## config.mk

```make
export PLATFORM = sky130hd
export DESIGN_NAME = axil_uart_tx
export DESIGN_NICKNAME = d
export VERILOG_FILES = /design/src/axi_pkg.sv /design/src/axil_uart_tx.sv
export SDC_FILE = /design/constraint.sdc
export NUM_CORES = 1
export LEC_CHECK = 0
export ABC_AREA = 1
export BUFFER_PORTS_ARGS = -buffer_cell sky130_fd_sc_hd__buf_2
export CAP_MARGIN = 10
export CORE_UTILIZATION = 37
export DETAILED_ROUTE_END_ITERATION = 10
export HOLD_SLACK_MARGIN = 0.02
export PLACE_DENSITY = 0.95
export SYNTH_ARGS = -nofsm -noshare
export SYNTH_HDL_FRONTEND = slang
export SYNTH_SLANG_ARGS = --single-unit
export TNS_END_PERCENT = 50
```

## constraint.sdc

```tcl
create_clock -name clk -period 3.7 [get_ports clk]
set_input_delay 0.74 -clock clk [delete_from_list [all_inputs] [get_ports clk]]
set_output_delay 0.74 -clock clk [all_outputs]
set_load 0.005 [all_outputs]
```

## src/axi_pkg.sv

```systemverilog
package axi_pkg;

    typedef logic [31:0] addr_t;
    typedef logic [31:0] data_t;
    typedef logic [3:0]  strb_t;
    typedef logic [1:0]  resp_t;

    localparam resp_t RESP_OKAY   = 2'b00;
    localparam resp_t RESP_DECERR = 2'b11;

    // Master to slave
    typedef struct packed {
        addr_t araddr;
        logic  arvalid;
        addr_t awaddr;
        logic  awvalid;
        data_t wdata;
        strb_t wstrb;
        logic  wvalid;
        logic  rready;
        logic  bready;
    } axil_req_t;

    // Slave to master
    typedef struct packed {
        logic  arready;
        data_t rdata;
        resp_t rresp;
        logic  rvalid;
        logic  awready;
        logic  wready;
        resp_t bresp;
        logic  bvalid;
    } axil_rsp_t;

    // Byte lane merge under write strobes
    function automatic data_t apply_strb(data_t old_word, data_t new_word, strb_t strb);
        data_t merged;
        merged = old_word;
        for (int i = 0; i < 4; i++) begin
            if (strb[i]) begin
                merged[8*i +: 8] = new_word[8*i +: 8];
            end
        end
        return merged;
    endfunction

endpackage

```

## src/axil_uart_tx.sv

```systemverilog
`timescale 1ns/1ns

module axil_uart_tx #(
    parameter int CLKS_PER_BIT = 8
) (
    input  logic               clk,
    input  logic               rst_n,
    input  axi_pkg::axil_req_t req,
    output axi_pkg::axil_rsp_t rsp,
    output logic               tx
);

    localparam int CNT_W = (CLKS_PER_BIT > 1) ? $clog2(CLKS_PER_BIT) : 1;

    typedef enum logic [1:0] {
        IDLE,
        START,
        DATA,
        STOP
    } state_t;

    state_t         state;
    logic [CNT_W-1:0] baud_cnt;
    logic [2:0]     bit_cnt;
    logic [7:0]     shreg;
    logic           baud_last;
    axi_pkg::data_t rdata_q;
    logic           rvalid_q;
    logic           bvalid_q;
    logic           wr_ok;
    logic           rd_hs;
    logic           wr_hs;

    assign baud_last = baud_cnt == CNT_W'(CLKS_PER_BIT - 1);
    // Writes held off for the whole frame
    assign wr_ok     = state == IDLE && !bvalid_q;
    assign rd_hs     = req.arvalid && !rvalid_q;
    assign wr_hs     = req.awvalid && req.wvalid && wr_ok;

    always_comb begin
        rsp         = '0;
        rsp.arready = !rvalid_q;
        rsp.awready = wr_ok;
        rsp.wready  = wr_ok;
        rsp.rdata   = rdata_q;
        rsp.rresp   = axi_pkg::RESP_OKAY;
        rsp.rvalid  = rvalid_q;
        rsp.bresp   = axi_pkg::RESP_OKAY;
        rsp.bvalid  = bvalid_q;
    end

    always_ff @(posedge clk or negedge rst_n) begin
        if (!rst_n) begin
            state    <= IDLE;
            tx       <= 1'b1;
            baud_cnt <= '0;
            bit_cnt  <= '0;
            rvalid_q <= 1'b0;
            bvalid_q <= 1'b0;
        end else begin
            rvalid_q <= rd_hs || (rvalid_q && !req.rready);
            bvalid_q <= wr_hs || (bvalid_q && !req.bready);
            baud_cnt <= (state == IDLE || baud_last) ? '0 : baud_cnt + 1'b1;
            case (state)
                IDLE: begin
                    if (wr_hs) begin
                        state <= START;
                        tx    <= 1'b0;
                    end
                end
                START: begin
                    if (baud_last) begin
                        state   <= DATA;
                        tx      <= shreg[0];
                        bit_cnt <= '0;
                    end
                end
                DATA: begin
                    if (baud_last && bit_cnt == 3'd7) begin
                        state <= STOP;
                        tx    <= 1'b1;
                    end else if (baud_last) begin
                        bit_cnt <= bit_cnt + 1'b1;
                        tx      <= shreg[1];
                    end
                end
                default: begin
                    if (baud_last) begin
                        state <= IDLE;
                    end
                end
            endcase
        end
    end

    // LSB first
    always_ff @(posedge clk) begin
        if (wr_hs) begin
            shreg <= req.wdata[7:0];
        end else if (state == DATA && baud_last) begin
            shreg <= shreg >> 1;
        end
        if (rd_hs) begin
            rdata_q <= axi_pkg::data_t'(state != IDLE);
        end
    end

    a_tx_idle_high: assert property (@(posedge clk) disable iff (!rst_n)
        state == IDLE |-> tx);

endmodule

```

* Yosys cells after proc, flatten, opt, wreduce, memory -nomap -nowiden
Cells that the tools add are included.
Operators by class: add/sub/neg operators 2, equality and inequality tests 10, mux-type cells 17, reduce and logical (&&, ||, !) cells 24
Operators with widths (count):
- 8-bit 2-to-1 mux | 2
- 3-bit 2-to-1 mux | 4
- 4-bit AND reduction | 3
- 2-bit != test (second input constant) | 5
- 1-bit logical AND | 8
- 2-bit 2-to-1 mux | 4
- 3-bit by 1-bit adder with 3-bit output (second input constant) | 2
- 3-bit equality test (second input constant) | 2
- 2-bit one-hot mux with 3 select lines | 1
- 3-bit one-hot mux with 2 select lines | 1
- 2-bit nonzero test | 3
- 3-bit nonzero test | 2
- 1-bit zero test | 4
- 1-bit 2-to-1 mux | 4
- 1-bit logical OR | 3
- 3-bit != test (second input constant) | 1
- 1-bit one-hot mux with 3 select lines | 1
- 2-bit by 1-bit equality test with 1-bit output (second input constant) | 1
- 2-bit equality test (second input constant) | 1
- 2-bit zero test | 1
Word-level totals: bits in registers 20, input port bits 107, word-level logic and storage cells 61

* Depth between registers and ports, before layout
Gate-level depths: netlist of the first run.
depth after elaboration 5, gate-level depth with buffers 9

* Worst setup path before layout of the first run
Ideal clock, no wire load.
path kind register -> output, start register state[0], end output rsp[3] (netlist name), data arrival time 0.924 ns, data required time 2.960 ns, slack 2.036 ns, cell stages (with the launch flop) 6, buffers on the path 1, cell sequence dfrtp_1 > inv_1 > ha_1 > inv_2 > nor2_4 > buf_4
Between the ends: cells in the longest elaborated chain, start to end 2
Ends and longest elaborated chain:
- start: declaration | RTL line axil_uart_tx.sv:22 | state_t state;
- start signal: assignment | RTL line axil_uart_tx.sv:54 | state <= IDLE;
- start signal: assignment | RTL line axil_uart_tx.sv:67 | state <= START;
- start signal: assignment | RTL line axil_uart_tx.sv:73 | state <= DATA;
- 2-bit zero test | RTL line axil_uart_tx.sv:36 | assign wr_ok = state == IDLE && !bvalid_q;
- 1-bit logical AND | RTL line axil_uart_tx.sv:36
- end: declaration | RTL line axil_uart_tx.sv:9 | output axi_pkg::axil_rsp_t rsp,
No other way between the ends.

==> results.md, run 1 <==
* First-pass detailed-route iteration total at 4
* Total routing usage reported by global routing at 11.0%
* Synthesis-to-layout area growth at 1.68%
* Nets at 284
* Global-route wire length before repair at 3370 um
* Kind of end point of the critical path: output pin
* Post-CTS clock slew at the launch and capture registers of the worst setup and hold paths at 0.11 ns
* Die area at 3870 um^2
* Post-synthesis instance area at 1340 um^2
* Unrepaired setup endpoints after global routing: no
* Cell at the root of the clock tree: clkbuf_4
* Minimum hold slack at 0.283 ns
* CTS tree: built
* Final antenna-violating net count at 0
* Port Buf Inserts at 21
* Worst clock skew at 0.0101 ns
* Post-CTS setup buffer count at 0
* Vias per std cell at 4.04
* Chip Height at 62.2 um
* Startpoint class of the critical path: flop
* Cell chain of the critical path: inv_1 > ha_1 > inv_2 > nor2_4 > buf_2
* Shortest clock period the worst path allows after layout at 2.10 ns
* Internal reg-to-reg setup slack at 1.87 ns
* Buffer levels on the longest clock path at 2
* Capture instance of the worst register-to-register path: shreg[6]$_DFFE_PP_
* Number of hold violations in the final report at 0
* Clock sinks at 20
* Reported max-cap violation count at 0
* Post-Route Utilization at 39.9%
* Ports at 149
* Reg2Reg Launch Point: state[1]$_DFFE_PN0P_
* Count of different cell masters after synthesis at 22
* Share of flip-flops with an asynchronous set or reset after synthesis at 55.0%
* Number of global-route vias before repair at 778
* Sum of negative setup slack at 0 ns
* Result of the run: finished clean
* Most used flip-flop cell after synthesis: dfrtp_1
* Number of antenna cells inserted at 0
* Classification of the worst-slack hold path: in2async
* Cell depth of the worst flop-to-flop path at 6
* Estimated wirelength of the detail-placed design at 1570 um
* Setup-violating endpoint count in the final report at 0
* Syn avg cell area at 8.99 um^2
* Warning count from the yosys run at 0
* Standard cell core area at 3420 um^2
* Pin count of the biggest net entering global routing at 18
* Layout Cell Area excl Fill at 1360 um^2
* Die width at 62.2 um
* Total detailed-routing wirelength at 1960 um
* CTS hold repair buffers at 0
* Ratio of cells with drive above 1 in the final layout at 21.4%
* WL/cell at 9.15 um
* Dominant cells by area after synthesis: buf_4, edfxtp_1, dfrtp_1
* Max-slew violations at 0
* Library cell contributing the largest single delay on the critical path: dfrtp_1
* Post-CTS resize count at 0
* Category of the most critical setup path: reg2out
* Data arrival at the endpoint of the critical path at 1.36 ns
* CTS Buf Count at 3
* Delay of the slowest cell on the worst path at 0.44 ns
* Floorplan row count at 21
* Fmax at 477 MHz
* Top-count cell post-synth: buf_4
* Initial antenna violation count at 0
* Final GP Congestion at 0.793
* Sequential-to-total area share from yosys stat at 40.8%
* Synthesized netlist cell count at 149
* Highest fanout seen on the critical path at 5
* Portion of synthesized cell area occupied by the leading cell type at 21.8%
* Number of synthesized flops with an enable pin at 9
* Worst vdd ir at 0.338 mV
* Static Leakage at 0.000758 uW
* Placed instance area at 1330 um^2
* Commonest cells post-synth: buf_4, nand2_1, inv_1
* Cell type contributing the most total cell area after synthesis: buf_4
* Starting density of the core at 39.2%
* Initial drt markers at 14
* Via count at 865
* Data required time of the critical path at 2.96 ns
* Total power density per cell area at 549 nW/um^2
* Maximum level of the CTS H-tree at 1
* Insertion delay to the later sink of the worst-skew pair at 0.31 ns
* Detailed-route DRC error count at 0
* Synthesized flop and latch total at 20
* Global route overflow at 0
* Final cycle utilization of the critical path at 56.7%
## cell families after synthesis
logic type      share of synthesized area [%]
buf+inv                                  28.9
simple gates                             14.3
flops                                    40.8
compound gates                           8.31
fa+ha+maj                                7.47
other cells                             0.280
## worst max-delay path: cells and delay by family (launching register included)
family / cells / cell delay (ns)
simple gates: 1 / 0.13
buf+inv: 3 / 0.30
fa+ha+maj: 1 / 0.17
flops: 1 / 0.44
## where the power goes
group | internal [uW] | total, uW | switching, uW | leakage, uW
Combinational | 109 | 300 | 191 | 0.000513
Clock | 60.2 | 126 | 66.2 | 0.0000210
Sequential | 292 | 321 | 29.2 | 0.000224
Total | 461 | 748 | 287 | 0.000758
## registers in the layout, indices dropped and copies added (netlist names)
register and flops:
shreg 8, tx 1, bit_cnt 3, rvalid_q 1
bvalid_q 1, rdata_q 1, state 2, baud_cnt 3
## area by class of cell
class                      instances  area [um^2]
fill                             357         2050
multi-input combinational        101          534
inverter                          22         82.6
sequential                        20          547
timing repair buffer              21          105
clock buffer                       4         36.3
tap                               46         57.6
## cell usage in the layout (no fill, tap or decap), types with 2 or more instances in the layout
| master | count |
|---|---|
| a22o_1 | 2 |
| buf_2 | 21 |
| clkbuf_4 | 3 |
| conb_1 | 35 |
| dfrtp_1 | 10 |
| edfxtp_1 | 9 |
| ha_1 | 8 |
| inv_1 | 21 |
| nand2_1 | 29 |
| nand3_1 | 3 |
| nand4_1 | 2 |
| nor2_1 | 7 |
| o21ai_0 | 3 |
| o21ai_2 | 6 |
## per-layer routing
| layer | track usage, % | vias up | wire length (um) |
|---|---|---|---|
| li1 | - | 431 | - |
| met1 | 13.7 | 395 | 854 |
| met2 | 18.4 | 36 | 962 |
| met3 | 4.23 | 3 | 124 |
| met4 | 1.74 | 0 | 18 |
| met5 | 0 | - | 0 |
## how the worst max path moves through the flow
| stage | cells past startpoint | start | end | slack, ns |
|---|---|---|---|---|
| floorplan | 5 | state[0]$_DFFE_PN0P_ | rsp[3] | 2.04 |
| global placement | 6 | state[0]$_DFFE_PN0P_ | shreg[7]$_SDFFCE_PN0P_ | 1.92 |
| detailed placement | 6 | state[1]$_DFFE_PN0P_ | shreg[0]$_DFFE_PP_ | 1.88 |
| CTS | 5 | state[1]$_DFFE_PN0P_ | rsp[3] | 1.59 |
| global route | 5 | state[1]$_DFFE_PN0P_ | rsp[3] | 1.49 |
| finish | 5 | state[1]$_DFFE_PN0P_ | rsp[3] | 1.60 |
## through the flow
| step | std cells | power [uW] | worst slack, ns |
|---|---|---|---|
| 3_5_place_dp | 210 | 627 | 1.88 |
| 3_3_place_gp | 210 | 609 | 1.92 |
| 2_1_floorplan | 183 | 595 | 2.04 |
| 5_1_grt | 214 | 819 | 1.49 |
| 6_report | 214 | 748 | 1.60 |
| 4_1_cts | 214 | 756 | 1.59 |
Power figures use the tool's default switching activity.
==> run 2: changes to the inputs <==
- CORE_UTILIZATION: 37 -> 34
- PLACE_DENSITY: 0.95 -> 0.91
- clock period: 3.7 -> 2 ns (I/O delays scaled with it)
==> results.md, run 2 (synthesis results as in run 1) <==
* Total routing usage reported by global routing at 10.4% (-0.59 points)
* Top library cells by usage in the layout, fill and taps aside: conb_1, nand2_1, inv_1, buf_2, dfrtp_1
* Data required time of the critical path at 1.93 ns (-1.03 ns)
* Data arrival at the endpoint of the critical path at 1.69 ns (+0.33 ns)
* Post-CTS clock slew at the launch and capture registers of the worst setup and hold paths at 0.07 ns (-0.04 ns)
* Pin count of the biggest net entering global routing at 18 (unchanged)
* Number of hold violations in the final report at 0 (unchanged)
* CTS Buf Count at 3 (unchanged)
* Classification of the worst-slack hold path: in2reg
* Count of placed standard cells in the final layout, fillers left out at 217 (+1.4%)
* Global route overflow at 0 (unchanged)
* Clock sinks at 20 (unchanged)
* Kind of end point of the critical path: flop
* Startpoint class of the critical path: flop
* Vias per std cell at 3.94 (-2.4%)
* P_int at 1010 uW (+120%)
* Power spent charging and discharging nets at 538 uW (+87%)
* Final cycle utilization of the critical path at 87.8%
* Setup-violating endpoint count in the final report at 0 (unchanged)
* Post-CTS resize count at 0 (unchanged)
* Category of the most critical setup path: reg2reg
* Worst vdd ir at 0.459 mV (+36%)
* WL/cell at 8.73 um (-4.6%)
* Number of antenna cells inserted at 0 (unchanged)
* Ratio of cells with drive above 1 in the final layout at 21.3% (-0.13 points)
* Met1 GRT Util at 11.0% (-2.7 points)
* Global-route wire length before repair at 3220 um (-4.5%)
* Initial drt markers at 30 (+16)
* Port Buf Inserts at 21 (unchanged)
* Share of total power in the clock network at 26.0% (+9.1 points)
* Detailed-route DRC error count at 0 (unchanged)
* Highest fanout seen on the critical path at 17 (+12)
* Fmax at 570 MHz
* Floorplan row count at 22 (+4.8%)
* Met2 usage in global routing at 19.0% (+0.60 points)
* Setup slack of the critical path after layout at 0.245 ns (-1.36 ns)
* Nets at 285 (+0.35%)
* Post-CTS setup buffer count at 0 (unchanged)
* Starting density of the core at 36.1% (-3.2 points)
* Number of global-route vias before repair at 784 (+0.77%)
* Cell at the root of the clock tree: clkbuf_8
* Chip Height at 64.8 um (+4.2%)
* Static Leakage at 0.000777 uW (+2.5%)
* Portion of total power attributed to sequential cells at 38.4% (-4.5 points)
* Maximum level of the CTS H-tree at 1 (unchanged)
* Ports at 149 (unchanged)
* Result of the run: finished clean
* First-pass detailed-route iteration total at 4 (unchanged)
* Total power density per cell area at 1100 nW/um^2 (+100%)
* Most used routing layer: met2
* Global Route met3 Usage at 3.70% (-0.53 points)
* Number of flip-flops in the largest register at 8 (unchanged)
* Top flop regs: shreg (8), baud_cnt (3), bit_cnt (3)
* Final GP Congestion at 0.750 (-5.5%)
* Final antenna-violating net count at 0 (unchanged)
* Reported max-cap violation count at 0 (unchanged)
* Unrepaired setup endpoints after global routing: no
* Switch share at 34.8% (-3.6 points)
* Initial antenna violation count at 0 (unchanged)
* Via count at 856 (-1.0%)
* Placed cell count at 212 (+0.95%)
* Post-Route Utilization at 37.9% (-1.9 points)
* Die area at 4200 um^2 (+8.5%)
* Worst clock skew at 0.00287 ns (-0.00724 ns)
* Estimated wirelength of the detail-placed design at 1520 um (-3.0%)
* Shortest clock period the worst path allows after layout at 1.76 ns
* Total detailed-routing wirelength at 1890 um (-3.3%)
* Portion of total power attributed to combinational logic at 35.6% (-4.6 points)
* Die width at 64.8 um (+4.2%)
* Sum of negative setup slack at 0 ns (unchanged)
* Worst slack, placed at 0.206 ns (-1.68 ns)
* Insertion delay to the later sink of the worst-skew pair at 0.26 ns (-0.05 ns)
* CTS tree: built
* Register name with the most flops: shreg
* Leading cell type in the layout, fill and taps excluded: conb_1
* Buffer levels on the longest clock path at 2 (unchanged)
* Max-slew violations at 0 (unchanged)
* Standard cell core area at 3720 um^2 (+8.8%)
* Synthesis-to-layout area growth at 5.23%
==> run 2: path summary, 6_finish.rpt <==
| path | from | endpoint | depth (start not counted) | slack, ns |
|---|---|---|---|---|
| min | req[0] | bvalid_q$_DFF_PN0_ | 2 | 0.32 |
| max in group asynchronous | rst_n | tx$_DFFE_PN1P_ | 2 | 1.19 |
| min reg2reg | baud_cnt[0]$_DFF_PN0_ | baud_cnt[0]$_DFF_PN0_ | 1 | 0.45 |
| max | state[0]$_DFFE_PN0P_ | shreg[0]$_DFFE_PP_ | 6 | 0.24 |
| max reg2reg | state[0]$_DFFE_PN0P_ | shreg[0]$_DFFE_PP_ | 6 | 0.24 |
| min in group asynchronous | rst_n | rvalid_q$_DFF_PN0_ | 2 | 0.54 |
==> run 2: per-stage QoR <==
step | instance area (um^2) | hold slack (ns) | total power, uW
6_report | 1410 | 0.316 | 1550
5_1_grt | 1410 | 0.330 | 1690
2_1_floorplan | 1470 | 0.104 | 1100
3_3_place_gp | 1330 | 0.281 | 1120
3_5_place_dp | 1330 | 0.290 | 1160
4_1_cts | 1410 | 0.317 | 1560
==> run 2: layout make-up <==
class / instances / area, um^2
Inverter: 22 / 82.6
Multi-Input combinational cell: 101 / 534
Fill cell: 392 / 2310
Timing Repair Buffer: 22 / 115
Sequential cell: 20 / 547
Tap cell: 48 / 60.1
Clock buffer: 3 / 41.3
Clock inverter: 1 / 30.0
==> run 2: power by group through the flow <==
stage | Clock (uW) | Sequential, uW | Combinational (uW)
after floorplan | 0 | 591 | 511
after global placement | 0 | 600 | 524
after detailed placement | 0 | 604 | 553
after CTS | 409 | 596 | 557
after global routing | 428 | 608 | 651
final | 402 | 594 | 552
==> run 2: per-layer routing <==
layer  share of wire (%)  up-vias  wire length [um]
met5                   0        -                 0
li1                    -      434                 -
met1                  44      378               827
met2                  48       40               917
met3                 6.5        4               124
met4                 1.3        0                25
==> run 2: timing repair <==
| action | in CTS | in global routing |
|---|---|---|
| hold buffers | 1 | 0 |
| setup endpoints to repair | 0 | 0 |
| hold endpoints to repair | 10 | 0 |
==> run 2: worst max-delay path: stages (launching register included) <==
cell	delay (ns)
dfrtp_1	0.42
inv_1	0.09
ha_1	0.17
inv_2	0.08
nor2_4	0.12
nand3_4	0.21
nand2_1	0.34
